--- src/logic/sv39_pkg.sv ---
package sv39_pkg;

   localparam int VA_WIDTH = 64;
   localparam int PAGE_OFFSET_BITS = 12;
   localparam int VPN_BITS = 9;               // per level
   localparam int LEVELS = 3;
   localparam int PA_WIDTH = 32;
   localparam int PTE_BYTES_LG = 3;           // 8 byte entries
   localparam int PPN_BITS = 44;

   // leaf or pointer entry, flags in the low byte
   typedef struct packed {
      logic [9:0]          reserved;
      logic [PPN_BITS-1:0] ppn;
      logic [1:0]          rsw;               // left to software
      logic                dirty;
      logic                accessed;
      logic                global_page;
      logic                user;
      logic                execute;
      logic                write;
      logic                read;
      logic                valid;
   } pte_t;

   // also the walk level where the leaf was found
   typedef enum logic [1:0] {
      PG_1G = 2'd0,
      PG_2M = 2'd1,
      PG_4K = 2'd2
   } page_size_t;

endpackage

--- src/logic/mmu_port_pkg.sv ---
package mmu_port_pkg;

   typedef enum logic {
      SIDE_I = 1'b0,
      SIDE_D = 1'b1
   } side_t;

   typedef struct packed {
      logic [sv39_pkg::VA_WIDTH-1:0] va;
      side_t                         side;
   } walk_req_t;

   typedef struct packed {
      logic [sv39_pkg::PA_WIDTH-1:0] paddr;
      logic                          fault;
      logic                          dirty;
      logic                          readable;
      logic                          writable;
      logic                          executable;
      logic                          user;
      sv39_pkg::page_size_t          pgsize;
   } xlate_rsp_t;

   // tag keeps the whole vpn, the cache compares the bits above its index
   typedef struct packed {
      logic                                                valid;
      logic [sv39_pkg::VA_WIDTH-sv39_pkg::PAGE_OFFSET_BITS-1:0] tag;
      xlate_rsp_t                                          rsp;
   } cache_entry_t;

endpackage

--- src/logic/walk_request_arbiter.sv ---
`timescale 1ns/1ps

module walk_request_arbiter
(
   input  logic                    clk,
   input  logic                    reset,
   input  logic                    l1i_req,
   input  logic                    l1d_req,
   input  logic [63:0]             l1i_va,
   input  logic [63:0]             l1d_va,
   input  logic                    busy,
   output logic                    start,
   output mmu_port_pkg::walk_req_t walk_req,
   output logic                    l1i_gnt,
   output logic                    l1d_gnt
);

   logic        i_pend;
   logic        d_pend;
   logic        want_i;
   logic        want_d;
   logic [63:0] i_va_hold;
   logic [63:0] d_va_hold;
   logic [63:0] i_va;
   logic [63:0] d_va;

   assign want_i = i_pend | l1i_req;
   assign want_d = d_pend | l1d_req;
   assign i_va = l1i_req ? l1i_va : i_va_hold;    // strobe cycle bypasses the hold
   assign d_va = l1d_req ? l1d_va : d_va_hold;

   assign start = ~busy & (want_i | want_d);
   assign walk_req.va = want_i ? i_va : d_va;      // iside first
   assign walk_req.side = want_i ? mmu_port_pkg::SIDE_I : mmu_port_pkg::SIDE_D;

   always_ff @(posedge clk)
   begin
      if (l1i_req)
      begin
         i_va_hold <= l1i_va;
      end
      if (l1d_req)
      begin
         d_va_hold <= l1d_va;
      end
   end

   always_ff @(posedge clk)
   begin
      if (reset)
      begin
         i_pend <= 1'b0;
         d_pend <= 1'b0;
         l1i_gnt <= 1'b0;
         l1d_gnt <= 1'b0;
      end
      else
      begin
         i_pend <= want_i & ~start;
         d_pend <= want_d & ~(start & ~want_i);
         l1i_gnt <= start & want_i;
         l1d_gnt <= start & ~want_i;
      end
   end

endmodule

--- config.mk ---
export PLATFORM = sky130hd
export DESIGN_NAME = walk_request_arbiter
export DESIGN_NICKNAME = d
export VERILOG_FILES = /design/src/logic/sv39_pkg.sv /design/src/logic/mmu_port_pkg.sv /design/src/logic/walk_request_arbiter.sv
export SDC_FILE = /design/constraint.sdc
export NUM_CORES = 1
export LEC_CHECK = 0
export BUFFER_PORTS_ARGS = -buffer_cell sky130_fd_sc_hd__buf_4
export CELL_PAD_IN_SITES_DETAIL_PLACEMENT = 0
export CELL_PAD_IN_SITES_GLOBAL_PLACEMENT = 2
export CORE_MARGIN = 4
export CORE_UTILIZATION = 32
export DETAILED_ROUTE_END_ITERATION = 7
export PLACE_DENSITY_LB_ADDON = 0.08
export SLEW_MARGIN = 10
export SYNTH_ARGS = -nofsm -noshare
export SYNTH_HDL_FRONTEND = slang
export SYNTH_SLANG_ARGS = --single-unit
export TNS_END_PERCENT = 5
--- constraint.sdc ---
create_clock -name clk -period 2.1 [get_ports clk]
set_clock_uncertainty 0.2 [all_clocks]
set_input_delay 0.525 -clock clk [delete_from_list [all_inputs] [get_ports clk]]
set_output_delay 0.525 -clock clk [all_outputs]
set_load 0.05 [all_outputs]
==> flow_summary.yaml <==
clocking:
  numCtsBuffers: 17
  htree_levels: 4
  cts_sinks: 132
  tritoncts: "yes"
  cts_buffer_depth: 2
  clk_pin_slew_ns: 0.05
  clk_latency_ns: 0.41
  holdBufCountCts: 0
  cts-root-buf: "clkbuf_16"
layout:
  final_util_pct: 52.6
  diodes: 0
  fin_cells: 801
  area_delta_synth_final_pct: 60.8
  drive_gt1_share_pct: 75.9
  fillerInstances: 1377
  final_nets: 709
power:
  p_sw_mw: 2.17
  comb_power_share_pct: 28.0
  netSwitchingFraction_pct: 27.6
  power_leakage_nw: 3.95
  clkPwrFrac_pct: 36.0
  ir_drop_mv: 0.513
  p_seq_share_pct: 36.0
  power.internal_mw: 5.69
  p_per_area_mw_per_mm2: 937
setup_path:
  worstPathMaxFanout: 6
  crit_required_ns: 1.37
  crit_path_start_kind: "register"
  r2r-end: "l1d_gnt"
  reg2regPathDepth: 3
  setup.worst_path.class: "register to output port"
  cp.arrival_ns: 1.70
  ff2ff_setup_slack_ns: 0.85
  end_kind: "output port"
  crit_end: "walk_req[64]"
  crit_start: "i_pend"
  timing.rr.start: "i_pend"
hold_path:
  hp-start: "reset"
  hp-class: "input port to register"
  hold_path_depth: 2
outcome:
  violations: "negative setup slack"
  status: "finished, violations left"
sta:
  setup_viol: 65
  tns_ns: -18.94
  slew_violations: 0
  rsz0062_at_grt: "true"
  min_period_over_period_pct: 115
  hold_viol_final: 0
  period_needed_ns: 2.42
  final.setup.worst_slack_ns: -0.320
  timing.fmax_mhz: 413
  slew_headroom_pct: 85.1
  worst_pin_slew_ns: 0.220
routing:
  drt_iter0_drc: 100
  met1_length_um: 6400
  wl_met3_um: 1080
  highest_layer: "met4"
  antenna_left: 0
  postRouteWirelength_um: 14600
  vias: 3504
  avgViaCountPerCell: 4.37
  wl_per_cell_um: 18.2
  route.detailed.drc: 0
  wl_met2_um: 6900
  firstDrtPassIters: 6
floorplanning:
  die_h_um: 136
  die_area_mm2: 0.0184
  coreArea_mm2: 0.0159
  rows: 46
  io-pin-count: 201
  die_w_um: 136
  start_util_pct: 32.7
placement:
  pre_cts_ws_ns: -0.421
  dp_hpwl_um: 9660
  dp.cells: 761
  port_buffers: 200
  routabilityCongestion: 0.701
global_routing:
  grt_overflow_total: 0
  grt.total_usage_pct: 15.2
  grt_antenna_before_repair: 0
  grt_start_max_net_pins: 35
  grt_pass1_wl_um: 21100
  grt_pass1_vias: 3833
job:
  max-cap-violations: 0
yosys:
  ys_ff_latch: 132
  postSynthCellCount: 353
  yosysSeqAreaShare_pct: 50.6
  yosys_warnings: 0
  avgSynthCellArea_um2: 14.8
  synth_cell_type_count: 12
  synth_nets: 486
  syn_area_mm2: 0.00522
## critical path, stage by stage, from the launching register on
cell and delay, ns:
dfxtp_2 0.33, nor2_4 0.16, buf_12 0.17, buf_12 0.13, mux2_2 0.34, buf_6 0.15
## state kept, by name (all words and copies together), names as in the netlist
signal and count:
d_va_hold 64, l1d_gnt 1, i_pend 1, d_pend 1
i_va_hold 64, l1i_gnt 1
## layer usage
layer  vias up  GRT usage [%]
met5         -              0
met4         0           5.21
met3        16           5.91
met2       125           24.5
met1      1651           18.6
li1       1712              -
## through the flow
step / area, um^2 / power, mW / hold WS, ns
2_1_floorplan: 5550 / 4.29 / 0.246
3_3_place_gp: 7260 / 4.83 / 0.256
3_5_place_dp: 7260 / 4.85 / 0.257
4_1_cts: 8220 / 7.90 / 0.0784
5_1_grt: 8390 / 8.19 / 0.0886
6_report: 8390 / 7.86 / 0.104
## Yosys cell counts (all sizes together)
| library cell | n | area (um^2) |
|---|---|---|
| mux2 | 192 | 2350 |
| dfxtp | 132 | 2640 |
| nor4b | 1 | 8.76 |
| a21oi | 1 | 5.00 |
| buf | 21 | 185 |
| nor3b | 1 | 7.51 |
| nor2 | 2 | 10.0 |
| nor3 | 3 | 15.0 |
## cell usage in the layout, fill, tap and decap left out, drive strengths merged
| cell type | Yosys | routed |
|---|---|---|
| clkinvlp | 0 | 2 |
| clkbuf | 0 | 29 |
| bufinv | 0 | 2 |
| buf | 21 | 220 |
| nor2 | 2 | 2 |
| dfxtp | 132 | 132 |
| mux2 | 192 | 192 |
| nor4b | 1 | 1 |
| a21oi | 1 | 1 |
| nor3 | 3 | 3 |
| nor3b | 1 | 1 |
## what timing repair did
action                     in CTS  in global routing
hold endpoints to repair        0                  0
resized for setup              67                 22
setup endpoints to repair      66                 66
cloned                          4                  6
pin swaps                       1                  1
setup buffers                   5                  0
## cells by family after synthesis
family / Yosys count / share of synthesized area (%)
AND/OR/NAND/NOR: 7 / 0.791
flip-flops: 132 / 50.6
buffers and inverters: 21 / 3.55
AO/OA/AOI/OAI: 1 / 0.0958
multiplexers: 192 / 44.9
## power groups by stage
stage | Sequential, mW | Clock, mW | Combinational, mW
6_report | 2.83 | 2.83 | 2.20
5_1_grt | 2.85 | 3.03 | 2.30
4_1_cts | 2.83 | 2.92 | 2.15
3_5_place_dp | 2.88 | 0 | 1.97
3_3_place_gp | 2.88 | 0 | 1.96
2_1_floorplan | 2.87 | 0 | 1.42
## layout make-up
| type | count | area, um^2 | area share [%] |
|---|---|---|---|
| Multi-Input combinational cell | 200 | 2690 | 32.1 |
| Timing Repair Buffer | 225 | 2230 | 26.6 |
| Clock inverter | 4 | 75.1 | 0.895 |
| Tap cell | 216 | 270 | 3.22 |
| Clock buffer | 24 | 482 | 5.74 |
| Sequential cell | 132 | 2640 | 31.5 |
## worst min path at each step
| stage | end | slack, ns |
|---|---|---|
| CTS | i_pend | 0.08 |
| finish | i_pend | 0.10 |
| detailed placement | i_va_hold[59] | 0.26 |
| global placement | i_va_hold[43] | 0.26 |
| floorplan | d_va_hold[0] | 0.25 |
| global route | i_pend | 0.09 |
Power figures use the tool's default switching activity.
