## src/logic/sv39_pkg.sv

```systemverilog
package sv39_pkg;

   localparam int VA_WIDTH = 64;
   localparam int PAGE_OFFSET_BITS = 12;
   localparam int VPN_BITS = 9;               // per level
   localparam int LEVELS = 3;
   localparam int PA_WIDTH = 32;
   localparam int PTE_BYTES_LG = 3;           // 8 byte entries
   localparam int PPN_BITS = 44;

   // leaf or pointer entry, flags in the low byte
   typedef struct packed {
      logic [9:0]          reserved;
      logic [PPN_BITS-1:0] ppn;
      logic [1:0]          rsw;               // left to software
      logic                dirty;
      logic                accessed;
      logic                global_page;
      logic                user;
      logic                execute;
      logic                write;
      logic                read;
      logic                valid;
   } pte_t;

   // also the walk level where the leaf was found
   typedef enum logic [1:0] {
      PG_1G = 2'd0,
      PG_2M = 2'd1,
      PG_4K = 2'd2
   } page_size_t;

endpackage

```

## src/logic/mmu_port_pkg.sv

```systemverilog
package mmu_port_pkg;

   typedef enum logic {
      SIDE_I = 1'b0,
      SIDE_D = 1'b1
   } side_t;

   typedef struct packed {
      logic [sv39_pkg::VA_WIDTH-1:0] va;
      side_t                         side;
   } walk_req_t;

   typedef struct packed {
      logic [sv39_pkg::PA_WIDTH-1:0] paddr;
      logic                          fault;
      logic                          dirty;
      logic                          readable;
      logic                          writable;
      logic                          executable;
      logic                          user;
      sv39_pkg::page_size_t          pgsize;
   } xlate_rsp_t;

   // tag keeps the whole vpn, the cache compares the bits above its index
   typedef struct packed {
      logic                                                valid;
      logic [sv39_pkg::VA_WIDTH-sv39_pkg::PAGE_OFFSET_BITS-1:0] tag;
      xlate_rsp_t                                          rsp;
   } cache_entry_t;

endpackage

```

## src/logic/page_table_walker.sv

```systemverilog
`timescale 1ns/1ps

module page_table_walker
(
   input  logic                          clk,
   input  logic                          reset,
   input  logic                          start,
   input  mmu_port_pkg::walk_req_t       walk_req,
   output logic                          busy,
   input  logic [63:0]                   page_table_root,
   input  logic                          hit,
   input  mmu_port_pkg::xlate_rsp_t      hit_rsp,
   output logic                          fill,
   output logic [63:0]                   fill_va,
   output mmu_port_pkg::xlate_rsp_t      fill_rsp,
   output logic                          mem_req_valid,
   output logic [sv39_pkg::PA_WIDTH-1:0] mem_req_addr,
   input  logic                          mem_rsp_valid,
   input  sv39_pkg::pte_t                mem_rsp_data,
   output logic                          mem_mark_valid,
   output logic [63:0]                   mem_mark_addr,
   input  logic                          mem_mark_rsp_valid,
   output mmu_port_pkg::xlate_rsp_t      xlate_rsp,
   output logic                          l1i_rsp_valid,
   output logic                          l1d_rsp_valid
);

   localparam int FULL_PA = sv39_pkg::PPN_BITS + sv39_pkg::PAGE_OFFSET_BITS;
   localparam int PO = sv39_pkg::PAGE_OFFSET_BITS;
   localparam int VB = sv39_pkg::VPN_BITS;

   typedef enum logic [2:0] {
      ST_IDLE,
      ST_LOOKUP,
      ST_LOAD,
      ST_WAIT,
      ST_DONE,
      ST_MARK
   } state_t;

   state_t                        r_state, n_state;
   logic [63:0]                   r_va, n_va;
   mmu_port_pkg::side_t           r_side, n_side;
   sv39_pkg::page_size_t          r_level, n_level;
   sv39_pkg::pte_t                r_pte, n_pte;
   logic [sv39_pkg::PA_WIDTH-1:0] r_req_addr, n_req_addr;
   mmu_port_pkg::xlate_rsp_t      r_rsp, n_rsp;
   logic                          n_mem_req, n_mark, n_fill, respond;
   logic                          canonical;
   logic [VB-1:0]                 vpn;
   logic [FULL_PA-1:0]            table_base;
   logic [FULL_PA-1:0]            table_addr;
   logic [FULL_PA-1:0]            leaf_pa;

   // bits 63..38 must all match
   assign canonical = (&r_va[63:38]) | ~(|r_va[63:38]);
   assign vpn = r_va[PO + VB * (sv39_pkg::LEVELS - 1 - int'(r_level)) +: VB];
   assign table_base = (r_level == sv39_pkg::PG_1G) ? page_table_root[FULL_PA-1:0] :
                       {r_pte.ppn, {PO{1'b0}}};
   assign table_addr = table_base + FULL_PA'({vpn, {sv39_pkg::PTE_BYTES_LG{1'b0}}});

   always_comb
   begin
      case (r_level)
         sv39_pkg::PG_1G: leaf_pa = {r_pte.ppn[sv39_pkg::PPN_BITS-1:2*VB], r_va[PO +: 2*VB],
                                     {PO{1'b0}}};
         sv39_pkg::PG_2M: leaf_pa = {r_pte.ppn[sv39_pkg::PPN_BITS-1:VB], r_va[PO +: VB],
                                     {PO{1'b0}}};
         default:         leaf_pa = {r_pte.ppn, {PO{1'b0}}};
      endcase
   end

   always_comb
   begin
      n_state = r_state;
      n_va = r_va;
      n_side = r_side;
      n_level = r_level;
      n_pte = r_pte;
      n_req_addr = r_req_addr;
      n_rsp = r_rsp;
      n_mem_req = 1'b0;
      n_mark = 1'b0;
      n_fill = 1'b0;
      respond = 1'b0;
      case (r_state)
         ST_IDLE:
         begin
            if (start)
            begin
               n_va = walk_req.va;
               n_side = walk_req.side;
               n_level = sv39_pkg::PG_1G;
               n_state = ST_LOOKUP;
            end
         end
         ST_LOOKUP:
         begin
            if (~canonical)
            begin
               n_rsp = '0;
               n_rsp.fault = 1'b1;
               n_rsp.pgsize = r_level;
               respond = 1'b1;
               n_state = ST_IDLE;
            end
            else if (hit)
            begin
               n_rsp = hit_rsp;
               respond = 1'b1;
               n_state = ST_IDLE;
            end
            else
            begin
               n_state = ST_LOAD;
            end
         end
         ST_LOAD:
         begin
            n_req_addr = table_addr[sv39_pkg::PA_WIDTH-1:0];
            n_mem_req = 1'b1;
            n_state = ST_WAIT;
         end
         ST_WAIT:
         begin
            if (mem_rsp_valid)
            begin
               n_pte = mem_rsp_data;
               if (mem_rsp_data.read | mem_rsp_data.write | mem_rsp_data.execute)
               begin
                  n_state = mem_rsp_data.valid ? ST_DONE : ST_IDLE;
               end
               else if (mem_rsp_data.valid & (r_level != sv39_pkg::PG_4K))
               begin
                  n_level = sv39_pkg::page_size_t'(r_level + 2'd1);
                  n_state = ST_LOAD;
               end
               else
               begin
                  n_state = ST_IDLE;
               end
               if (n_state == ST_IDLE)            // invalid, or pointer at last level
               begin
                  n_rsp = '0;
                  n_rsp.fault = 1'b1;
                  n_rsp.pgsize = r_level;
                  respond = 1'b1;
               end
            end
         end
         ST_DONE:
         begin
            n_rsp.paddr = leaf_pa[sv39_pkg::PA_WIDTH-1:0];
            n_rsp.fault = 1'b0;
            n_rsp.dirty = r_pte.dirty;
            n_rsp.readable = r_pte.read;
            n_rsp.writable = r_pte.write;
            n_rsp.executable = r_pte.execute;
            n_rsp.user = r_pte.user;
            n_rsp.pgsize = r_level;
            respond = 1'b1;
            n_fill = (r_level == sv39_pkg::PG_4K);  // only 4k pages are cached
            n_mark = ~r_pte.accessed;
            n_state = r_pte.accessed ? ST_IDLE : ST_MARK;
         end
         ST_MARK:
         begin
            if (mem_mark_rsp_valid)
            begin
               n_state = ST_IDLE;
            end
         end
         default:
         begin
            n_state = ST_IDLE;
         end
      endcase
   end

   always_ff @(posedge clk)
   begin
      if (reset)
      begin
         r_state <= ST_IDLE;
         mem_req_valid <= 1'b0;
         mem_mark_valid <= 1'b0;
         fill <= 1'b0;
         l1i_rsp_valid <= 1'b0;
         l1d_rsp_valid <= 1'b0;
      end
      else
      begin
         r_state <= n_state;
         mem_req_valid <= n_mem_req;
         mem_mark_valid <= n_mark;
         fill <= n_fill;
         l1i_rsp_valid <= respond & (r_side == mmu_port_pkg::SIDE_I);
         l1d_rsp_valid <= respond & (r_side == mmu_port_pkg::SIDE_D);
      end
   end

   always_ff @(posedge clk)
   begin
      r_va <= n_va;
      r_side <= n_side;
      r_level <= n_level;
      r_pte <= n_pte;
      r_req_addr <= n_req_addr;
      r_rsp <= n_rsp;
   end

   assign busy = (r_state != ST_IDLE);
   assign mem_req_addr = r_req_addr;
   assign mem_mark_addr = 64'(r_req_addr);   // last read was the leaf
   assign xlate_rsp = r_rsp;
   assign fill_va = r_va;
   assign fill_rsp = r_rsp;

endmodule

```

## config.mk

```make
export PLATFORM = sky130hd
export DESIGN_NAME = page_table_walker
export DESIGN_NICKNAME = d
export VERILOG_FILES = /design/src/logic/sv39_pkg.sv /design/src/logic/mmu_port_pkg.sv /design/src/logic/page_table_walker.sv
export SDC_FILE = /design/constraint.sdc
export NUM_CORES = 1
export LEC_CHECK = 0
export ABC_CLOCK_PERIOD_IN_PS = 5800
export BUFFER_PORTS_ARGS = -buffer_cell sky130_fd_sc_hd__buf_2
export CORE_AREA = 2 2 190 192
export DETAILED_ROUTE_END_ITERATION = 6
export DIE_AREA = 0 0 192 194
export SLEW_MARGIN = 0
export SYNTH_ARGS = -nofsm -noshare
export SYNTH_HDL_FRONTEND = slang
export SYNTH_SLANG_ARGS = --single-unit
```

## constraint.sdc

```tcl
create_clock -name clk -period 5.8 [get_ports clk]
set_clock_uncertainty 0.1 [all_clocks]
set_input_delay 0.87 -clock clk [delete_from_list [all_inputs] [get_ports clk]]
set_output_delay 0.87 -clock clk [all_outputs]
set_load 0.1 [all_outputs]
```

==> impl_metrics.csv, run 1 <==
group,metric,value,unit
critical_path,rr_endpoint,"mem_req_addr[26]$_DFFE_PP_",
place,dp_cells,1527,
floorplanning,core.rowCount,69,
layout,finalNonFillerCells,1559,
detailed_routing,drt-pass1-iter-count,5,
layout,drive_gt1_share,43.4,%
critical_path,crit_type,"reg -> reg",
layout,layout.nets,1339,
logic_synthesis,syn_inst,779,
pwr,power_density,307,mW/mm2
detailed_routing,drt_iter0_markers,405,
sta,max_slew_margin,36.3,%
critical_path,r2r_slack,0.64,ns
critical_path,cp_data_required_time,5.88,ns
sta,setup_violations,0,
pwr,power_leakage,4.95,nW
logic_synthesis,synth_top_area_cell,"edfxtp_1",
pwr,intPower,2.27,mW
critical_path,critPathBufInv,2,
clock_network,cts.sinks,173,
pwr,clockPowerShare,32.3,%
pwr,netSwitchingFraction,38.5,%
global_routing,grt_pass1_vias,7187,
clock_network,cts-root-buf,"clkbuf_16",
place,port_buffers,383,
sta,rsz0062_at_grt,"false",
logic_synthesis,syn_area,0.00961,mm2
global_routing,grt_max_degree,66,
logic_synthesis,synth-main-ff-cell,"edfxtp_1",
critical_path,cp-start-kind,"flip-flop",
sta,tns,0,ns
pwr,pwr-share-comb,27.3,%
detailed_routing,routed_via_density,4.63,
floorplanning,floorplan.initialDensity,27.3,%
hold_path,hold_depth,1,
sta,period_needed,5.16,ns
critical_path,crit_slowest_cell,"ha_2",
logic_synthesis,synth_area_leaders,"edfxtp_1, buf_4, mux4_2",
critical_path,worstPathMaxFanout,23,
layout,layout_common_cells,"buf_2, edfxtp_1, nand2_1",
critical_path,cpMostUsedCell,"mux4_2",
layout,fin_area,0.0120,mm2
critical_path,arrival,5.25,ns
place,hpwl,24700,um
sta,hold_viol,0,
detailed_routing,postRouteAntennaNets,0,
detailed_routing,wirelength,31900,um
pwr,p_switching,1.42,mW
outcome,outcome,"finished clean",
global_routing,antenna_found_initial,1,
clock_network,htreeDepth,4,
hold_path,holdPathEnd,"l1i_rsp_valid$_SDFF_PP0_",
logic_synthesis,synth_area_per_cell,12.3,um2
hold_path,worstHoldStart,"r_side$_DFFE_PP_",
layout,syn2layout_area_growth,24.7,%
floorplanning,ioPinCount,485,
detailed_routing,wl_per_cell,20.5,um
floorplanning,die_h,194,um
clock_network,clock_latency,0.45,ns
clock_network,clock_path_buffers,2,
floorplanning,core,0.0352,mm2
clock_network,cts_buffers,17,
logic_synthesis,synth_seq_cells,173,
hold_path,hold_class,"reg -> reg",
sta,timing.hold.ws,0.327,ns
logic_synthesis,synth-edff-count,165,
flow_run,drv_cap,0,
clock_network,clkTransAtPathRegs,0.08,ns
floorplanning,die_w,192,um
sta,fin_crit_sh,89.0,%
clock_network,cts_hold_buf,0,
place,gp_congestion,0.844,
place,dpl_cell_area,0.0114,mm2
logic_synthesis,ys_seq_area_share,53.2,%
floorplanning,die-area,0.0372,mm2
global_routing,grt_pass1_wl,45300,um
logic_synthesis,ys_types,60,
sta,fmax,194,MHz
clock_network,cts_tree,"yes",
clock_network,cts-resized-gates,0,
sta,drv_slew,0,
critical_path,reg2reg_depth,13,
critical_path,crit_path_end_kind,"flip-flop",
pwr,vdd_ir_drop_max,0.215,mV
layout,n_antenna_cell,0,
critical_path,critPathMaxStageDelay,0.72,ns
critical_path,cp_cell_sequence,"inv_1 > ha_2 > buf_4 > mux4_2 > mux4_2 > a22o_1 > ha_1 > nand3_1 > or3b_1 > a21o_1 > a2111oi_2 > xnor2_1 > mux2i_1",
pwr,sequentialPowerShare,40.5,%
sta,worstMarginPinSlew,0.956,ns
logic_synthesis,ys_warn_count,0,
layout,fin_util,34.0,%
detailed_routing,vias,7217,
detailed_routing,post-route-drc-count,0,
global_routing,grt-ovfl-total,0,
layout,final_common_cell,"buf_2",
critical_path,cp_top_family,"adder cells",
critical_path,r2r_start,"r_level[1]$_SDFFCE_PN0P_",
clock_network,postCtsSetupBuffers,0,
logic_synthesis,async_reset_ff_share,0,%
logic_synthesis,yosysTopAreaCellShare,51.5,%
global_routing,grt_usage,16.9,%
==> Yosys cell counts (5+ instances only) <==
cell,count
o21ai_0,43
xnor2_1,20
a211oi_1,6
buf_4,107
nor3_1,9
nor4_1,7
clkbuf_1,24
mux2i_1,53
and2_1,28
ha_1,14
edfxtp_1,165
a31oi_1,6
a21oi_1,27
nand3_1,19
xor2_1,13
nor2_1,27
buf_1,5
a22o_1,9
nand4_1,8
nand2_1,56
mux2_2,7
dfxtp_1,8
a22oi_1,9
nand2b_1,9
mux4_2,26
nor2b_1,7
inv_1,11
==> stage by stage <==
stage	power (mW)	worst slack (ns)
after floorplan	2.34	0.900
after global placement	2.52	0.671
after detailed placement	2.53	0.625
after CTS	3.73	0.619
after global routing	3.83	0.261
final	3.69	0.638
==> sequential cells by signal, summed over array words and instances (netlist names) <==
register and cells:
fill 1, fill_rsp 40, fill_va 64, l1d_rsp_valid 1
l1i_rsp_valid 1, mem_mark_valid 1, mem_req_addr 32, mem_req_valid 1
r_level 2, r_pte 26, r_side 1, r_state 3
==> power groups by stage <==
stage | sequential [mW] | clock [mW] | combinational, mW
after CTS | 1.49 | 1.23 | 1.01
after floorplan | 1.83 | 0 | 0.512
after global routing | 1.50 | 1.27 | 1.05
final | 1.49 | 1.19 | 1.00
after global placement | 1.52 | 0 | 1.00
after detailed placement | 1.52 | 0 | 1.01
==> worst max path at each step <==
| stage | from | end | slack [ns] | cells past startpoint |
|---|---|---|---|---|
| after floorplan | r_level[0]$_SDFFCE_PN0P_ | mem_req_addr[27]$_DFFE_PP_ | 0.90 | 19 |
| after global placement | r_level[1]$_SDFFCE_PN0P_ | mem_req_addr[26]$_DFFE_PP_ | 0.67 | 13 |
| after detailed placement | r_level[1]$_SDFFCE_PN0P_ | mem_req_addr[26]$_DFFE_PP_ | 0.63 | 13 |
| after CTS | r_level[1]$_SDFFCE_PN0P_ | mem_req_addr[26]$_DFFE_PP_ | 0.62 | 13 |
| after global routing | r_level[1]$_SDFFCE_PN0P_ | mem_req_addr[31]$_DFFE_PP_ | 0.26 | 16 |
| final | r_level[1]$_SDFFCE_PN0P_ | mem_req_addr[26]$_DFFE_PP_ | 0.64 | 13 |
==> worst reg2reg max path: cells and delay by family (launching register included) <==
kind | cells | cell delay (ns)
buffers and inverters | 2 | 0.40
AND/OR/NAND/NOR | 2 | 0.48
XOR/XNOR | 1 | 0.16
adder cells (fa/ha/maj) | 2 | 1.14
AO/OA/AOI/OAI | 3 | 1.08
multiplexers | 3 | 1.09
flip-flops | 1 | 0.46
==> logic make-up after synthesis <==
kind of cell | share of synthesized area, %
DFF | 53.2
xor gates and xnor gates | 3.01
buffers and inverters | 10.2
AOI/OAI and AO/OA | 8.30
muxes | 12.4
adders and majority gates | 2.03
other | 0.0390
and+or+nand+nor | 10.7
==> cell type report <==
type	instances	area (um2)
Multi-Input combinational cell	485	3640
Inverter	11	41.3
Clock buffer	17	425
Sequential cell	173	5110
Clock inverter	15	169
Fill cell	3566	23200
Tap cell	461	577
Timing Repair Buffer	397	2020
==> layer usage <==
layer | GRT usage, % | share of wire, %
met1 | 22.4 | 45
met2 | 27.5 | 48
met3 | 4.42 | 6.4
met4 | 4.21 | 1.4
met5 | 0 | 0.041
Note: power is estimated with default switching activity, not from simulation.
==> run 2, diff against run 1 <==
CORE_AREA = 2 2 188 190   (was 2 2 190 192)
CTS_BUF_LIST = sky130_fd_sc_hd__clkbuf_4   (was not set)
DIE_AREA = 0 0 190 192   (was 0 0 192 194)
==> run 2 against run 1 <==
  * Flip-flop and latch count unchanged
  * Register-to-register slack better by 0.15 ns
  * Cell count down 0.26%
  * Wire length down 3.1%
  * Clock power down 36%
  * Critical path type unchanged
  * Highest routed layer unchanged
  * Sequential share of layout area up 1.1 points
  * Non-clock buffer count unchanged
  * Power down 12%
==> impl_metrics.csv, run 2 (synthesized netlist as in run 1, its figures left out) <==
group,metric,value,unit
clock_network,cts_buffers,17,
floorplanning,die_w,190,um
layout,fill_cells,3474,
floorplanning,ioPinCount,485,
detailed_routing,drt_iter0_markers,399,
detailed_routing,routed_via_density,4.65,
clock_network,clkTransAtPathRegs,0.17,ns
critical_path,worstPathMaxFanout,22,
global_routing,antenna_found_initial,3,
clock_network,cts-resized-gates,0,
critical_path,crit_path_end_kind,"flip-flop",
floorplanning,core.rowCount,68,
sta,fmax,200,MHz
place,port_buffers,383,
detailed_routing,wirelength,30900,um
layout,seq_area,0.00511,mm2
detailed_routing,postRouteAntennaNets,0,
layout,largest_register_ffs,64,
clock_network,clock_latency,0.62,ns
sta,tns,0,ns
layout,layout_common_cells,"buf_2, edfxtp_1, nand2_1",
critical_path,crit_start,"r_level[1]$_SDFFCE_PN0P_",
global_routing,grt_usage,16.7,%
detailed_routing,post-route-drc-count,0,
floorplanning,die-area,0.0365,mm2
detailed_routing,vias,7238,
critical_path,r2r_start,"r_level[1]$_SDFFCE_PN0P_",
place,gp_congestion,0.872,
clock_network,cts-root-buf,"clkbuf_4",
pwr,power_density,278,mW/mm2
global_routing,grt-ovfl-total,0,
critical_path,arrival,5.28,ns
floorplanning,core,0.0343,mm2
clock_network,cts_hold_buf,0,
clock_network,cts.sinks,173,
global_routing,grt_max_degree,66,
sta,period_needed,5.01,ns
detailed_routing,drt-pass1-iter-count,5,
layout,drive_gt1_share,43.4,%
critical_path,cp_data_required_time,6.07,ns
place,hpwl,24200,um
sta,drv_slew,0,
outcome,outcome,"finished clean",
floorplanning,floorplan.initialDensity,28.0,%
clock_network,cts_tree,"yes",
pwr,vdd_ir_drop_max,0.184,mV
global_routing,met2_usage,27.6,%
sta,setup_violations,0,
global_routing,grt_pass1_vias,6960,
place,dp_cells,1521,
sta,rsz0062_at_grt,"false",
layout,finalNonFillerCells,1555,
layout,multi_input_area,0.00364,mm2
critical_path,cp-start-kind,"flip-flop",
clock_network,clock_path_buffers,2,
layout,final_common_cell,"buf_2",
sta,max_slew_margin,34.0,%
sta,worstMarginPinSlew,0.988,ns
global_routing,met3_usage,4.26,%
global_routing,globalRouteMet1Util,21.7,%
layout,fin_util,34.1,%
global_routing,top_usage_layer,"met2",
hold_path,worstHoldStart,"walk_req[60]",
hold_path,hold_class,"in -> reg",
flow_run,drv_cap,0,
layout,syn2layout_area_growth,21.7,%
detailed_routing,wl_per_cell,19.9,um
critical_path,crit_type,"reg -> reg",
sta,hold_viol,0,
sta,fin_crit_sh,86.4,%
layout,layout.nets,1339,
sta,timing.hold.ws,0.305,ns
clock_network,postCtsSetupBuffers,0,
global_routing,grt_pass1_wl,43700,um
pwr,power_leakage,4.82,nW
clock_network,htreeDepth,4,
floorplanning,die_h,192,um
## run 2: through the flow
step | power [mW] | worst slack (ns) | cell area, um2
after floorplan | 2.34 | 0.900 | 9730
final | 3.25 | 0.790 | 11700
after detailed placement | 2.52 | 0.795 | 11400
after global placement | 2.52 | 0.843 | 11400
after global routing | 3.38 | 0.420 | 11700
after CTS | 3.29 | 0.733 | 11700
## run 2: where the power goes
part	switching [mW]	total, mW	internal [mW]
Combinational	0.784	1.00	0.217
Clock	0.480	0.758	0.278
Sequential	0.0568	1.49	1.43
## run 2: final timing paths
path,end,slack [ns],cells past startpoint
hold / removal,fill_va[59]$_DFFE_PP_,0.30,1
hold reg to reg,l1i_rsp_valid$_SDFF_PP0_,0.33,1
setup reg to reg,mem_req_addr[28]$_DFFE_PP_,0.79,13
setup / recovery,mem_req_addr[28]$_DFFE_PP_,0.79,13
## run 2: per-layer routing
layer,wire (um),vias to the layer above
met5,13,-
met4,375,2
met3,2060,20
met2,15000,329
met1,13500,3511
li1,-,3376
## run 2: cell type report
type,instances,share of cell area (%)
well taps,455,4.87
repair buffers,397,17.3
inverters,11,0.353
multi-input cells,485,31.1
clock inverters,13,1.36
clock buffers,19,1.22
diodes,2,0.0428
flip-flops and latches,173,43.7
## run 2: worst max-delay path: stages (launching register included)
cell	delay (ns)
edfxtp_1	0.45
inv_1	0.10
ha_2	0.70
mux2_2	0.41
mux2_2	0.28
mux4_2	0.49
a22o_1	0.26
ha_1	0.40
nand3_1	0.13
or3b_1	0.36
a21o_1	0.34
a21oi_1	0.28
nor4b_1	0.33
xnor2_1	0.12
==> run 3, diff against run 2 <==
ABC_CLOCK_PERIOD_IN_PS = 4100   (was 5800)
clock period = 4.1 ns   (was 5.8 ns; I/O delays follow)
==> run 3 against run 2 <==
  * The run now ends with negative setup slack left
  * Register-to-register slack worse by 0.90 ns
  * Count of clock-buffer cells in the layout shrank 2
  * Sequential power is 41% higher
  * Critical endpoint is now mem_req_addr[31]$_DFFE_PP_
  * Maximum frequency grew 19%
  * Critical path depth is 4 higher
  * Power up 48%
  * Critical path type unchanged
  * Largest cell class unchanged
  * First-iteration DRC count increased by 26%
  * Cell count is 9.9% higher
  * Via count is 9.0% higher
  * Combinational power increased by 64%
  * Setup slack worse by 0.90 ns
  * Hold slack got worse by 0.21 ns
==> impl_metrics.csv, run 3 (synthesized netlist as in run 1, its figures left out) <==
group,metric,value,unit
detailed_routing,wirelength,33400,um
sta,period_needed,4.21,ns
pwr,power_density,358,mW/mm2
critical_path,crit_slowest_cell,"or4b_4",
global_routing,antenna_found_initial,4,
sta,worstMarginPinSlew,1.00,ns
clock_network,cts.sinks,173,
critical_path,arrival,4.51,ns
sta,rsz0062_at_grt,"true",
detailed_routing,wl_per_cell,19.5,um
layout,largest_register_ffs,64,
sta,tns,-0.519,ns
critical_path,cp_top_family,"multiplexers",
clock_network,cts-root-buf,"clkbuf_4",
global_routing,grt_pass1_vias,7965,
outcome,outcome,"finished, violations left",
sta,max_slew_margin,33.1,%
floorplanning,core,0.0343,mm2
layout,fin_area,0.0134,mm2
critical_path,cp_cell_sequence,"inv_2 > ha_4 > buf_6 > mux2i_4 > mux2i_2 > nor2b_1 > o21bai_1 > mux4_2 > a21oi_2 > ha_2 > fa_2 > a211oi_2 > o21ai_2 > a2bb2oi_4 > or4b_4 > nor3b_2 > xnor2_1",
pwr,vdd_ir_drop_max,0.351,mV
detailed_routing,drt-pass1-iter-count,5,
clock_network,clock_latency,0.63,ns
sta,hold_viol,0,
place,gp_congestion,0.881,
hold_path,hold_class,"in -> reg",
clock_network,cts_buffers,17,
critical_path,crit_type,"reg -> reg",
floorplanning,core.rowCount,68,
detailed_routing,drt_iter0_markers,504,
critical_path,worstPathMaxFanout,7,
clock_network,clock_path_buffers,2,
detailed_routing,vias,7886,
sta,finalWorstSetupSlack,-0.113,ns
layout,syn2layout_area_growth,39.5,%
floorplanning,die_w,190,um
sta,fmax,237,MHz
pwr,power_leakage,5.55,nW
sta,drv_slew,0,
floorplanning,die_h,192,um
global_routing,grt_max_degree,41,
layout,final_common_cell,"buf_2",
detailed_routing,postRouteAntennaNets,0,
floorplanning,ioPinCount,485,
floorplanning,die-area,0.0365,mm2
floorplanning,floorplan.initialDensity,28.0,%
critical_path,critPathBufInv,2,
critical_path,critPathMaxStageDelay,0.61,ns
clock_network,clkTransAtPathRegs,0.17,ns
place,dpl_cell_area,0.0119,mm2
outcome,violations,"negative setup slack",
critical_path,crit_path_end_kind,"flip-flop",
place,hpwl,25600,um
critical_path,cp_data_required_time,4.40,ns
clock_network,htreeDepth,4,
layout,fill_cells,3342,
sta,setup_violations,7,
place,dpl_worst_slack,-0.235,ns
detailed_routing,post-route-drc-count,0,
global_routing,grt_usage,18.0,%
place,port_buffers,383,
clock_network,cts_tree,"yes",
layout,layout_common_cells,"buf_2, edfxtp_1, dlygate4sd3_1",
flow_run,drv_cap,0,
critical_path,cp-start-kind,"flip-flop",
detailed_routing,routed_via_density,4.61,
sta,fin_crit_sh,103,%
layout,layout.nets,1493,
global_routing,grt_pass1_wl,47800,um
layout,drive_gt1_share,46.7,%
global_routing,grt-ovfl-total,0,
[run 3: what timing repair did]
action / CTS / global route
endpoints found under the setup margin: 18 / 18
resized for setup: 18 / 27
hold buffers: 88 / 0
hold endpoints to repair: 88 / 0
pin swaps: 8 / 7
buffers inserted: 8 / 2
[run 3: metal layers]
metal / global-route usage, % / vias up / wire (um)
li1: - / 3690 / -
met1: 22.4 / 3824 / 14200
met2: 31.1 / 333 / 16500
met3: 3.62 / 37 / 1910
met4: 6.47 / 2 / 712
met5: 0 / - / 13
[run 3: cell type report]
class | count | area (um2) | area share, %
clock buffers | 17 | 128 | 0.951
well taps | 455 | 569 | 4.24
multi-input cells | 485 | 3930 | 29.3
diodes | 2 | 5.00 | 0.0373
inverters | 11 | 41.3 | 0.308
repair buffers | 551 | 3450 | 25.8
clock inverters | 15 | 173 | 1.29
flip-flops and latches | 173 | 5110 | 38.1
[run 3: worst paths after layout]
check | start | end | slack [ns] | cells past startpoint
hold reg to reg | r_side$_DFFE_PP_ | l1i_rsp_valid$_SDFF_PP0_ | 0.36 | 1
setup / recovery | r_level[0]$_SDFFCE_PN0P_ | mem_req_addr[31]$_DFFE_PP_ | -0.11 | 17
setup reg to reg | r_level[0]$_SDFFCE_PN0P_ | mem_req_addr[31]$_DFFE_PP_ | -0.11 | 17
hold / removal | mem_rsp_data[11] | r_pte[11]$_DFFE_PP_ | 0.09 | 1
[run 3: per-stage QoR]
stage	utilization, %	total power [mW]	hold slack, ns	std cells
floorplan	-	3.33	0.307	810
global placement	34.8	3.66	0.315	1577
detailed placement	34.8	3.67	0.343	1577
CTS	38.7	4.83	0.00403	1705
global route	39.1	5.00	0.00880	1708
finish	39.1	4.81	0.0906	1709
[run 3: power by group]
| group | switching (mW) | total, mW | internal, mW | leakage (nW) |
|---|---|---|---|---|
| Combinational | 1.18 | 1.64 | 0.459 | 3.77 |
| Clock | 0.728 | 1.07 | 0.337 | 0.164 |
| Sequential | 0.0695 | 2.10 | 2.03 | 1.62 |
